`config.mk`:
```
export PLATFORM = sky130hd
export DESIGN_NAME = id_stage
export DESIGN_NICKNAME = d
export VERILOG_FILES = /design/src/verilog/id_pkg.sv /design/src/verilog/inst_decoder.sv /design/src/verilog/regfile.sv /design/src/verilog/operand_forward.sv /design/src/verilog/branch_unit.sv /design/src/verilog/id_stage.sv
export SDC_FILE = /design/constraint.sdc
export NUM_CORES = 2
export LEC_CHECK = 0
export BUFFER_PORTS_ARGS = -buffer_cell sky130_fd_sc_hd__buf_2
export CAP_MARGIN = 10
export CORE_MARGIN = 3
export CORE_UTILIZATION = 35
export CTS_CLUSTER_DIAMETER = 50
export DETAILED_ROUTE_END_ITERATION = 16
export PLACE_DENSITY = 0.62
export RECOVER_POWER = 25
export SLEW_MARGIN = 10
export SYNTH_ARGS = -nofsm -noshare
export SYNTH_HDL_FRONTEND = slang
export SYNTH_HIERARCHICAL = 1
export SYNTH_SLANG_ARGS = --single-unit
```
`constraint.sdc`:
```
create_clock -name clk -period 23.8 [get_ports clk]
set_input_delay 4.76 -clock clk [delete_from_list [all_inputs] [get_ports clk]]
set_output_delay 4.76 -clock clk [all_outputs]
set_load 0.02 [all_outputs]
```
`src/verilog/id_pkg.sv`:
```
`default_nettype none

package id_pkg;

    localparam int XLEN     = 32;
    localparam int NREG     = 32;
    localparam int ALU_OP_W = 12;

    // one-hot alu_op bit positions
    localparam int ALU_ADD  = 0;
    localparam int ALU_SUB  = 1;
    localparam int ALU_SLT  = 2;
    localparam int ALU_SLTU = 3;
    localparam int ALU_AND  = 4;
    localparam int ALU_NOR  = 5;
    localparam int ALU_OR   = 6;
    localparam int ALU_XOR  = 7;
    localparam int ALU_SLL  = 8;
    localparam int ALU_SRL  = 9;
    localparam int ALU_SRA  = 10;
    localparam int ALU_LUI  = 11;

    typedef logic [XLEN-1:0]         word_t;
    typedef logic [$clog2(NREG)-1:0] reg_addr_t;
    typedef logic [ALU_OP_W-1:0]     alu_op_t;
    typedef logic [3:0]              br_kind_t;

    localparam logic [16:0] OPC_ADD_W     = 17'h00020;  // inst[31:15]
    localparam logic [16:0] OPC_SUB_W     = 17'h00022;
    localparam logic [16:0] OPC_SLT       = 17'h00024;
    localparam logic [16:0] OPC_SLTU      = 17'h00025;
    localparam logic [16:0] OPC_NOR       = 17'h00028;
    localparam logic [16:0] OPC_AND       = 17'h00029;
    localparam logic [16:0] OPC_OR        = 17'h0002a;
    localparam logic [16:0] OPC_XOR       = 17'h0002b;
    localparam logic [16:0] OPC_SLL_W     = 17'h0002e;
    localparam logic [16:0] OPC_SRL_W     = 17'h0002f;
    localparam logic [16:0] OPC_SRA_W     = 17'h00030;
    localparam logic [16:0] OPC_SLLI_W    = 17'h00081;
    localparam logic [16:0] OPC_SRLI_W    = 17'h00089;
    localparam logic [16:0] OPC_SRAI_W    = 17'h00091;
    localparam logic [9:0]  OPC_SLTI      = 10'h008;    // inst[31:22]
    localparam logic [9:0]  OPC_SLTUI     = 10'h009;
    localparam logic [9:0]  OPC_ADDI_W    = 10'h00a;
    localparam logic [9:0]  OPC_ANDI      = 10'h00d;
    localparam logic [9:0]  OPC_ORI       = 10'h00e;
    localparam logic [9:0]  OPC_XORI      = 10'h00f;
    localparam logic [9:0]  OPC_LD_W      = 10'h0a2;
    localparam logic [9:0]  OPC_ST_W      = 10'h0a6;
    localparam logic [6:0]  OPC_LU12I_W   = 7'h0a;      // inst[31:25]
    localparam logic [6:0]  OPC_PCADDU12I = 7'h0e;
    localparam logic [5:0]  OPC_JIRL      = 6'h13;      // inst[31:26]
    localparam logic [5:0]  OPC_B         = 6'h14;
    localparam logic [5:0]  OPC_BL        = 6'h15;
    localparam logic [5:0]  OPC_BEQ       = 6'h16;
    localparam logic [5:0]  OPC_BNE       = 6'h17;
    localparam logic [5:0]  OPC_BLT       = 6'h18;
    localparam logic [5:0]  OPC_BGE       = 6'h19;
    localparam logic [5:0]  OPC_BLTU      = 6'h1a;
    localparam logic [5:0]  OPC_BGEU      = 6'h1b;

    // bit 3 flags a branch, [2:1] picks the compare, bit 0 inverts it
    localparam br_kind_t BR_NONE = 4'b0000;
    localparam br_kind_t BR_EQ   = 4'b1000;
    localparam br_kind_t BR_NE   = 4'b1001;
    localparam br_kind_t BR_LT   = 4'b1010;
    localparam br_kind_t BR_GE   = 4'b1011;
    localparam br_kind_t BR_LTU  = 4'b1100;
    localparam br_kind_t BR_GEU  = 4'b1101;
    localparam br_kind_t BR_JR   = 4'b1110;  // jirl
    localparam br_kind_t BR_JPC  = 4'b1111;  // b, bl

    typedef struct packed {
        word_t inst;
        word_t pc;
    } fetch_pkt_t;

    typedef struct packed {
        logic      we;
        reg_addr_t waddr;
        word_t     wdata;
        logic      late;  // value not ready yet
    } fwd_bus_t;

    typedef struct packed {
        alu_op_t   alu_op;
        logic      src1_is_pc;
        logic      src2_is_imm;
        logic      rf_we;
        reg_addr_t dest;
        logic      res_from_mem;
        logic      mem_we;
        logic      need_r1;
        logic      need_r2;
        logic      src2_is_rd;
        br_kind_t  br_kind;
        word_t     br_offs;
    } decode_ctrl_t;

    typedef struct packed {
        alu_op_t   alu_op;
        word_t     src1;
        word_t     src2;
        word_t     rkd_value;  // store data
        logic      rf_we;
        reg_addr_t rf_waddr;
        logic      res_from_mem;
        logic      mem_we;
        word_t     pc;
    } ex_pkt_t;

    typedef struct packed {
        logic  taken;
        word_t target;
        logic  stall;
    } br_bus_t;

endpackage

`default_nettype wire

```
`src/verilog/inst_decoder.sv`:
```
`timescale 1ns/1ns
`default_nettype none

module inst_decoder import id_pkg::*; (
    input  word_t        inst,
    output decode_ctrl_t ctrl,
    output word_t        imm
);
    logic [16:0] op17;
    logic [9:0]  op10;
    logic [6:0]  op7;
    logic [5:0]  op6;
    logic [11:0] i12;
    logic [15:0] i16;
    logic [19:0] i20;
    logic [25:0] i26;

    logic inst_add_w, inst_sub_w, inst_slt, inst_sltu, inst_nor, inst_and;
    logic inst_or, inst_xor, inst_sll_w, inst_srl_w, inst_sra_w;
    logic inst_slli_w, inst_srli_w, inst_srai_w;
    logic inst_addi_w, inst_slti, inst_sltui, inst_andi, inst_ori, inst_xori;
    logic inst_lu12i_w, inst_pcaddu12i, inst_ld_w, inst_st_w;
    logic inst_jirl, inst_b, inst_bl;
    logic inst_beq, inst_bne, inst_blt, inst_bge, inst_bltu, inst_bgeu;
    logic op_3r, op_cond_br, known;
    logic need_ui5, need_si12, need_si20, src2_is_4;

    assign op17 = inst[31:15];
    assign op10 = inst[31:22];
    assign op7  = inst[31:25];
    assign op6  = inst[31:26];
    assign i12  = inst[21:10];
    assign i16  = inst[25:10];
    assign i20  = inst[24:5];
    assign i26  = {inst[9:0], inst[25:10]};

    assign inst_add_w     = op17 == OPC_ADD_W;
    assign inst_sub_w     = op17 == OPC_SUB_W;
    assign inst_slt       = op17 == OPC_SLT;
    assign inst_sltu      = op17 == OPC_SLTU;
    assign inst_nor       = op17 == OPC_NOR;
    assign inst_and       = op17 == OPC_AND;
    assign inst_or        = op17 == OPC_OR;
    assign inst_xor       = op17 == OPC_XOR;
    assign inst_sll_w     = op17 == OPC_SLL_W;
    assign inst_srl_w     = op17 == OPC_SRL_W;
    assign inst_sra_w     = op17 == OPC_SRA_W;
    assign inst_slli_w    = op17 == OPC_SLLI_W;
    assign inst_srli_w    = op17 == OPC_SRLI_W;
    assign inst_srai_w    = op17 == OPC_SRAI_W;
    assign inst_addi_w    = op10 == OPC_ADDI_W;
    assign inst_slti      = op10 == OPC_SLTI;
    assign inst_sltui     = op10 == OPC_SLTUI;
    assign inst_andi      = op10 == OPC_ANDI;
    assign inst_ori       = op10 == OPC_ORI;
    assign inst_xori      = op10 == OPC_XORI;
    assign inst_ld_w      = op10 == OPC_LD_W;
    assign inst_st_w      = op10 == OPC_ST_W;
    assign inst_lu12i_w   = op7 == OPC_LU12I_W;
    assign inst_pcaddu12i = op7 == OPC_PCADDU12I;
    assign inst_jirl      = op6 == OPC_JIRL;
    assign inst_b         = op6 == OPC_B;
    assign inst_bl        = op6 == OPC_BL;
    assign inst_beq       = op6 == OPC_BEQ;
    assign inst_bne       = op6 == OPC_BNE;
    assign inst_blt       = op6 == OPC_BLT;
    assign inst_bge       = op6 == OPC_BGE;
    assign inst_bltu      = op6 == OPC_BLTU;
    assign inst_bgeu      = op6 == OPC_BGEU;

    assign op_3r      = inst_add_w | inst_sub_w | inst_slt | inst_sltu | inst_nor | inst_and
                      | inst_or | inst_xor | inst_sll_w | inst_srl_w | inst_sra_w;
    assign op_cond_br = inst_beq | inst_bne | inst_blt | inst_bge | inst_bltu | inst_bgeu;
    assign need_ui5   = inst_slli_w | inst_srli_w | inst_srai_w;
    assign need_si12  = inst_addi_w | inst_slti | inst_sltui | inst_ld_w | inst_st_w;
    assign need_si20  = inst_lu12i_w | inst_pcaddu12i;
    assign src2_is_4  = inst_jirl | inst_bl;
    assign known      = op_3r | op_cond_br | need_ui5 | need_si12 | need_si20
                      | inst_andi | inst_ori | inst_xori | inst_jirl | inst_b | inst_bl;

    always_comb begin
        ctrl = '0;  // unknown encodings fall out as a bubble
        ctrl.alu_op[ALU_ADD]  = inst_add_w | inst_addi_w | inst_ld_w | inst_st_w
                              | inst_jirl | inst_bl | inst_pcaddu12i;
        ctrl.alu_op[ALU_SUB]  = inst_sub_w;
        ctrl.alu_op[ALU_SLT]  = inst_slt | inst_slti;
        ctrl.alu_op[ALU_SLTU] = inst_sltu | inst_sltui;
        ctrl.alu_op[ALU_AND]  = inst_and | inst_andi;
        ctrl.alu_op[ALU_NOR]  = inst_nor;
        ctrl.alu_op[ALU_OR]   = inst_or | inst_ori;
        ctrl.alu_op[ALU_XOR]  = inst_xor | inst_xori;
        ctrl.alu_op[ALU_SLL]  = inst_sll_w | inst_slli_w;
        ctrl.alu_op[ALU_SRL]  = inst_srl_w | inst_srli_w;
        ctrl.alu_op[ALU_SRA]  = inst_sra_w | inst_srai_w;
        ctrl.alu_op[ALU_LUI]  = inst_lu12i_w;
        ctrl.src1_is_pc   = inst_jirl | inst_bl | inst_pcaddu12i;
        ctrl.src2_is_imm  = need_ui5 | need_si12 | need_si20 | src2_is_4
                          | inst_andi | inst_ori | inst_xori;
        ctrl.rf_we        = known & ~inst_st_w & ~op_cond_br & ~inst_b;
        ctrl.dest         = inst_bl ? reg_addr_t'(1) : inst[4:0];
        ctrl.res_from_mem = inst_ld_w;
        ctrl.mem_we       = inst_st_w;
        ctrl.need_r1      = known & ~inst_b & ~inst_bl & ~need_si20;
        ctrl.need_r2      = op_3r | op_cond_br | inst_st_w;
        ctrl.src2_is_rd   = op_cond_br | inst_st_w;  // rd is read, not rk
        if (inst_beq)
            ctrl.br_kind = BR_EQ;
        else if (inst_bne)
            ctrl.br_kind = BR_NE;
        else if (inst_blt)
            ctrl.br_kind = BR_LT;
        else if (inst_bge)
            ctrl.br_kind = BR_GE;
        else if (inst_bltu)
            ctrl.br_kind = BR_LTU;
        else if (inst_bgeu)
            ctrl.br_kind = BR_GEU;
        else if (inst_jirl)
            ctrl.br_kind = BR_JR;
        else if (inst_b | inst_bl)
            ctrl.br_kind = BR_JPC;
        ctrl.br_offs = (inst_b | inst_bl) ? {{4{i26[25]}}, i26, 2'b00}
                                          : {{14{i16[15]}}, i16, 2'b00};
    end

    assign imm = src2_is_4              ? word_t'(4)             :
                 need_si20              ? {i20, 12'b0}           :
                 (need_ui5 | need_si12) ? {{20{i12[11]}}, i12}   :
                                          {20'b0, i12};  // andi/ori/xori

endmodule

`default_nettype wire

```
`src/verilog/regfile.sv`:
```
`timescale 1ns/1ns
`default_nettype none

module regfile import id_pkg::*; (
    input  logic      clk,
    input  reg_addr_t raddr1,
    output word_t     rdata1,
    input  reg_addr_t raddr2,
    output word_t     rdata2,
    input  logic      we,
    input  reg_addr_t waddr,
    input  word_t     wdata
);
    word_t rf [NREG];

    always_ff @(posedge clk) begin
        if (we) begin
            rf[waddr] <= wdata;
        end
    end

    // r0 reads as zero whatever was written
    assign rdata1 = (raddr1 == '0) ? '0 : rf[raddr1];
    assign rdata2 = (raddr2 == '0) ? '0 : rf[raddr2];

endmodule

`default_nettype wire

```
`src/verilog/operand_forward.sv`:
```
`timescale 1ns/1ns
`default_nettype none

module operand_forward import id_pkg::*; (
    input  reg_addr_t raddr1,
    input  reg_addr_t raddr2,
    input  logic      need_r1,
    input  logic      need_r2,
    input  word_t     rf_rdata1,
    input  word_t     rf_rdata2,
    input  fwd_bus_t  ex_fwd,
    input  fwd_bus_t  mem_fwd,
    input  fwd_bus_t  wb_fwd,
    output word_t     rj_value,
    output word_t     rkd_value,
    output logic      stall
);
    logic r1_ex, r1_mem, r1_wb;
    logic r2_ex, r2_mem, r2_wb;

    function automatic logic conflict(reg_addr_t addr, logic need, fwd_bus_t wr);
        return need && (addr != '0) && (addr == wr.waddr) && wr.we;
    endfunction

    assign r1_ex  = conflict(raddr1, need_r1, ex_fwd);
    assign r1_mem = conflict(raddr1, need_r1, mem_fwd);
    assign r1_wb  = conflict(raddr1, need_r1, wb_fwd);
    assign r2_ex  = conflict(raddr2, need_r2, ex_fwd);
    assign r2_mem = conflict(raddr2, need_r2, mem_fwd);
    assign r2_wb  = conflict(raddr2, need_r2, wb_fwd);

    // youngest writer wins
    assign rj_value  = r1_ex  ? ex_fwd.wdata  :
                       r1_mem ? mem_fwd.wdata :
                       r1_wb  ? wb_fwd.wdata  : rf_rdata1;
    assign rkd_value = r2_ex  ? ex_fwd.wdata  :
                       r2_mem ? mem_fwd.wdata :
                       r2_wb  ? wb_fwd.wdata  : rf_rdata2;

    assign stall = ((r1_ex | r2_ex) & ex_fwd.late)
                 | ((r1_mem | r2_mem) & mem_fwd.late);  // load still in flight

endmodule

`default_nettype wire

```
`src/verilog/branch_unit.sv`:
```
`timescale 1ns/1ns
`default_nettype none

module branch_unit import id_pkg::*; (
    input  br_kind_t br_kind,
    input  word_t    br_offs,
    input  word_t    pc,
    input  word_t    rj_value,
    input  word_t    rkd_value,
    input  logic     fire,
    input  logic     stall,
    output br_bus_t  br
);
    logic rj_eq_rd;
    logic rj_lt_rd;
    logic rj_ltu_rd;
    logic cmp;
    logic cond;

    assign rj_eq_rd  = rj_value == rkd_value;
    assign rj_lt_rd  = $signed(rj_value) < $signed(rkd_value);
    assign rj_ltu_rd = rj_value < rkd_value;

    always_comb begin
        case (br_kind[2:1])
            2'b00:   cmp = rj_eq_rd;
            2'b01:   cmp = rj_lt_rd;
            2'b10:   cmp = rj_ltu_rd;
            default: cmp = 1'b1;  // jumps
        endcase
    end

    // bit 0 inverts only the compares
    assign cond = (br_kind[2:1] == 2'b11) ? 1'b1 : (cmp ^ br_kind[0]);

    assign br.taken  = br_kind[3] & cond & fire;
    assign br.target = ((br_kind == BR_JR) ? rj_value : pc) + br_offs;
    assign br.stall  = br_kind[3] & stall;

endmodule

`default_nettype wire

```
`src/verilog/id_stage.sv`:
```
`timescale 1ns/1ns
`default_nettype none

module id_stage import id_pkg::*; (
    input  logic       clk,
    input  logic       resetn,
    input  logic       fetch_valid,
    input  fetch_pkt_t fetch_pkt,
    output logic       id_allowin,
    output logic       ex_valid,
    output ex_pkt_t    ex_pkt,
    input  logic       ex_allowin,
    input  fwd_bus_t   ex_fwd,
    input  fwd_bus_t   mem_fwd,
    input  fwd_bus_t   wb_fwd,
    output br_bus_t    br
);
    logic         id_valid;
    fetch_pkt_t   id_pkt;
    decode_ctrl_t ctrl;
    word_t        imm;
    reg_addr_t    rf_raddr1;
    reg_addr_t    rf_raddr2;
    word_t        rf_rdata1;
    word_t        rf_rdata2;
    word_t        rj_value;
    word_t        rkd_value;
    logic         fwd_stall;
    logic         stall;
    logic         fire;

    assign stall      = id_valid & fwd_stall;
    assign ex_valid   = id_valid & ~stall;
    assign fire       = ex_valid & ex_allowin;
    assign id_allowin = ~id_valid | fire | br.taken;

    always_ff @(posedge clk) begin
        if (!resetn) begin
            id_valid <= 1'b0;
        end else if (br.taken) begin
            id_valid <= 1'b0;  // drop the wrong-path fetch
        end else if (id_allowin) begin
            id_valid <= fetch_valid;
        end
    end

    always_ff @(posedge clk) begin
        if (fetch_valid && id_allowin) begin
            id_pkt <= fetch_pkt;
        end
    end

    inst_decoder u_dec (
        .inst (id_pkt.inst),
        .ctrl (ctrl),
        .imm  (imm)
    );

    assign rf_raddr1 = id_pkt.inst[9:5];
    assign rf_raddr2 = ctrl.src2_is_rd ? id_pkt.inst[4:0] : id_pkt.inst[14:10];

    regfile u_rf (
        .clk    (clk),
        .raddr1 (rf_raddr1),
        .rdata1 (rf_rdata1),
        .raddr2 (rf_raddr2),
        .rdata2 (rf_rdata2),
        .we     (wb_fwd.we),
        .waddr  (wb_fwd.waddr),
        .wdata  (wb_fwd.wdata)
    );

    operand_forward u_fwd (
        .raddr1    (rf_raddr1),
        .raddr2    (rf_raddr2),
        .need_r1   (ctrl.need_r1),
        .need_r2   (ctrl.need_r2),
        .rf_rdata1 (rf_rdata1),
        .rf_rdata2 (rf_rdata2),
        .ex_fwd    (ex_fwd),
        .mem_fwd   (mem_fwd),
        .wb_fwd    (wb_fwd),
        .rj_value  (rj_value),
        .rkd_value (rkd_value),
        .stall     (fwd_stall)
    );

    branch_unit u_br (
        .br_kind   (ctrl.br_kind),
        .br_offs   (ctrl.br_offs),
        .pc        (id_pkt.pc),
        .rj_value  (rj_value),
        .rkd_value (rkd_value),
        .fire      (fire),
        .stall     (stall),
        .br        (br)
    );

    assign ex_pkt.alu_op       = ctrl.alu_op;
    assign ex_pkt.src1         = ctrl.src1_is_pc ? id_pkt.pc : rj_value;
    assign ex_pkt.src2         = ctrl.src2_is_imm ? imm : rkd_value;
    assign ex_pkt.rkd_value    = rkd_value;
    assign ex_pkt.rf_we        = ctrl.rf_we & id_valid;
    assign ex_pkt.rf_waddr     = ctrl.dest;
    assign ex_pkt.res_from_mem = ctrl.res_from_mem & id_valid;
    assign ex_pkt.mem_we       = ctrl.mem_we & id_valid;
    assign ex_pkt.pc           = id_pkt.pc;

endmodule

`default_nettype wire

```
==> results.cfg <==
[outcome]
status = finished clean

[route]
viasPerCell = 6.27
vias = 38700
wl_per_cell_um = 34.9
antenna_left = 0
drt_iter0_markers = 5350
drt-pass1-iter-count = 8
wirelength_um = 215000
wl_met3_um = 26100
wl_met1_um = 76600
drc_errors = 0
route.met2.wl_um = 101000
top_layer_used = met5

[placement]
dp_hpwl_um = 140000
place_congestion = 0.952
place_ws_ps = 8280
placed_area_sq_um = 61600
place_inst = 5909
portBuffers = 367

[worst_setup_path]
rrSetupSlack_ps = 12820
r2r-end = id_pkt[45]
crit_arrival_ps = 11100
crit_fanout = 33
crit_chain = buf_2 > inv_1 > o211a_1 > buf_4 > nand4bb_4 > buf_4 > a221oi_1 > o21ai_1 > ha_1 > nand2_1 > o21ai_0 > o21ai_0 > a31oi_1 > nor3_1 > a41o_1 > a211o_1 > o211ai_1 > inv_1 > nand3_1 > buf_2
crit_type = in -> out
crit_path_start_kind = primary input
cp_data_required_time_ps = 19040
slowest_stage = a221oi_1
reg2reg_from = id_pkt[63]
cpLargestDelayFamily = compound AO/OA/AOI/OAI gates
critPathMaxStageDelay_ps = 1080
path_buf_inv = 6
worst_r2r_path_depth = 28
endpoint_kind = primary output

[clock_network]
cts_tree = yes
clock_sinks = 1089
cts_max_level = 4
clk_latency_ps = 780
hold_buffers = 0
clockBufferDepth = 3
postCtsSetupBuffers = 0
path_clk_slew_ps = 50
cts_resized = 0
cts_inserted_buffers = 132
root_buffer = clkbuf_16

[cells_and_area]
drive_above_1_share = 0.337
fin_area_sq_um = 65900
syn2layout_area_growth_pct = 14.0
layout.cells.non_filler = 6171
utilization = 0.403
nets = 4120

[synthesis]
syn_area_sq_um = 57800
synthTopCellsByArea = edfxtp_1 (57%), mux4_2 (17%), mux2i_1 (3.2%)
synth-simple-area-share = 0.0493
ys_types = 102
yosys.area.top_type = edfxtp_1
synthCells = 3601
yosys_warnings = 6
ys.flop_type = edfxtp_1
synth-adder-area-share = 0.0140
synth_top_family_by_area = multiplexers
async_flop_share = 0
synth_compound_area_frac = 0.0949
ys_ff_latch = 1089
syn_avg_cell_area_sq_um = 16.1
seq_area_frac_synth = 0.565
synth_xor_area_frac = 0.00894
muxShareOfSynthArea = 0.226
netlist.area_leader.share = 0.565
synth-edff-count = 1088

[sta]
finalCritPeriodShare = 0.666
holdWs_ps = 691
relSlewSlack = 0.0892
setup_viol = 0
finalMaxSlewViolations = 0
fin_tns_setup_ps = 0
rsz0062_at_grt = false
hold_viol = 0
worstMarginPinSlew_ps = 1370
fmax_mhz = 63.1
skew_ps = 26.2
final.setup.worst_slack_ps = 7940
period_minus_slack_ps = 15860

[grt]
grt_overflow_total = 0
antenna_found_initial = 47
grt_pass1_vias = 37900
grt_max_degree = 105
grtUsageTotal = 0.247
grt_pass1_wl_um = 295000

[pwr]
power_density_nw_per_um2 = 75.3
power.switching_mw = 1.37
clkPwrFrac = 0.399
swShare = 0.276
power_mw = 4.96
p_comb_frac = 0.164
internal-power_mw = 3.59
p_leak_nw = 22.6
ir_drop_mv = 0.0587
seqPwrFrac = 0.437

[die]
num_io_pins = 369
coreArea_sq_um = 164000
num_rows = 148
fp.dieW_um = 412
die_y_um = 412
dieArea_sq_um = 170000
start_util = 0.354

[hold_path]
whs_path_depth = 2
hold_class = reg -> reg
min_to = id_valid
min_from = id_valid

[flow_run]
drv_cap = 0
-- power groups by stage --
stage                     logic (mW)  clock network, mW  registers (mW)
final                          0.815               1.98            2.17
after global routing           0.852               2.09            2.17
after CTS                      0.801               2.01            2.17
after detailed placement       0.798                  0            2.21
after global placement         0.794                  0            2.21
after floorplan                0.515                  0            2.19
-- worst max-delay path by stage --
stage	from	endpoint	cells past startpoint
2_1_floorplan	wb_fwd[34]	id_allowin	18
3_3_place_gp	wb_fwd[34]	id_allowin	21
3_5_place_dp	wb_fwd[33]	id_allowin	21
4_1_cts	wb_fwd[33]	id_allowin	21
5_1_grt	wb_fwd[33]	id_allowin	20
6_report	wb_fwd[33]	id_allowin	20
-- worst register-to-register path: cells and delay by family, from the launching register on --
kind            cells  cell delay (ps)
simple gates        7             3020
buf+inv             8             3370
mux                 1              340
compound gates     11             2970
flops               1              520
fa+ha+maj           1              320
-- cells in the mapped netlist (63+ instances only) --
cell type and instances:
edfxtp_1 1088, mux4_2 425, mux2i_1 186, nand2_1 158, clkbuf_1 131, a21oi_1 110, a22o_1 91, buf_2 90
inv_1 90, nor2_1 87, buf_4 82, and3_1 71, ha_1 63
-- layer usage --
metal,global-route usage,vias to the layer above
met3,0.0772,573
met2,0.398,2707
li1,-,15500
met5,0,-
met4,0.122,20
met1,0.301,19900
-- flip-flops by register name, indices dropped and copies added, names as in the netlist --
name / flops
ex_pkt: 32
u_rf/rf: 1024
id_valid: 1
id_pkt: 32
-- cell families after synthesis --
group,after synthesis
DFF,1089
muxes,734
AOI/OAI and AO/OA,683
and+or+nand+nor,534
buffers and inverters,437
adders and majority gates,64
xor gates and xnor gates,59
other,1
-- placed cells by master, fill, tap and decap left out, types with 19 or more instances in the layout --
cell type	Yosys	routed
a211oi_1	52	52
nor2_1	87	50
edfxtp_1	1088	1088
a221oi_1	36	36
mux2_4	60	62
o22ai_1	56	56
and3_1	71	71
buf_4	82	108
a21oi_1	110	110
mux2_2	44	40
clkbuf_1	131	45
a221o_1	28	28
mux4_2	425	425
a221oi_2	23	23
xnor2_1	43	43
a211o_1	25	25
nor2_4	0	35
ha_1	63	63
o21ai_0	35	35
nor3_1	43	42
o31ai_2	23	23
a22o_1	91	91
mux2_1	19	19
o221ai_1	31	31
and2_1	35	34
clkinv_1	0	24
a2111oi_0	31	31
inv_1	90	89
mux2i_1	186	186
a21oi_2	19	19
diode_2	0	20
nand2_1	158	157
buf_2	90	340
a21o_1	32	31
clkbuf_16	0	137
-- cell type report --
class | count | area (sq um)
Antenna cell | 20 | 50.0
Clock buffer | 154 | 3490
Clock inverter | 85 | 782
Fill cell | 14800 | 97600
Inverter | 91 | 344
Multi-Input combinational cell | 2076 | 23100
Sequential cell | 1089 | 32700
Tap cell | 2175 | 2720
Timing Repair Buffer | 481 | 2690
No activity file was read; power rests on OpenSTA's default activity.
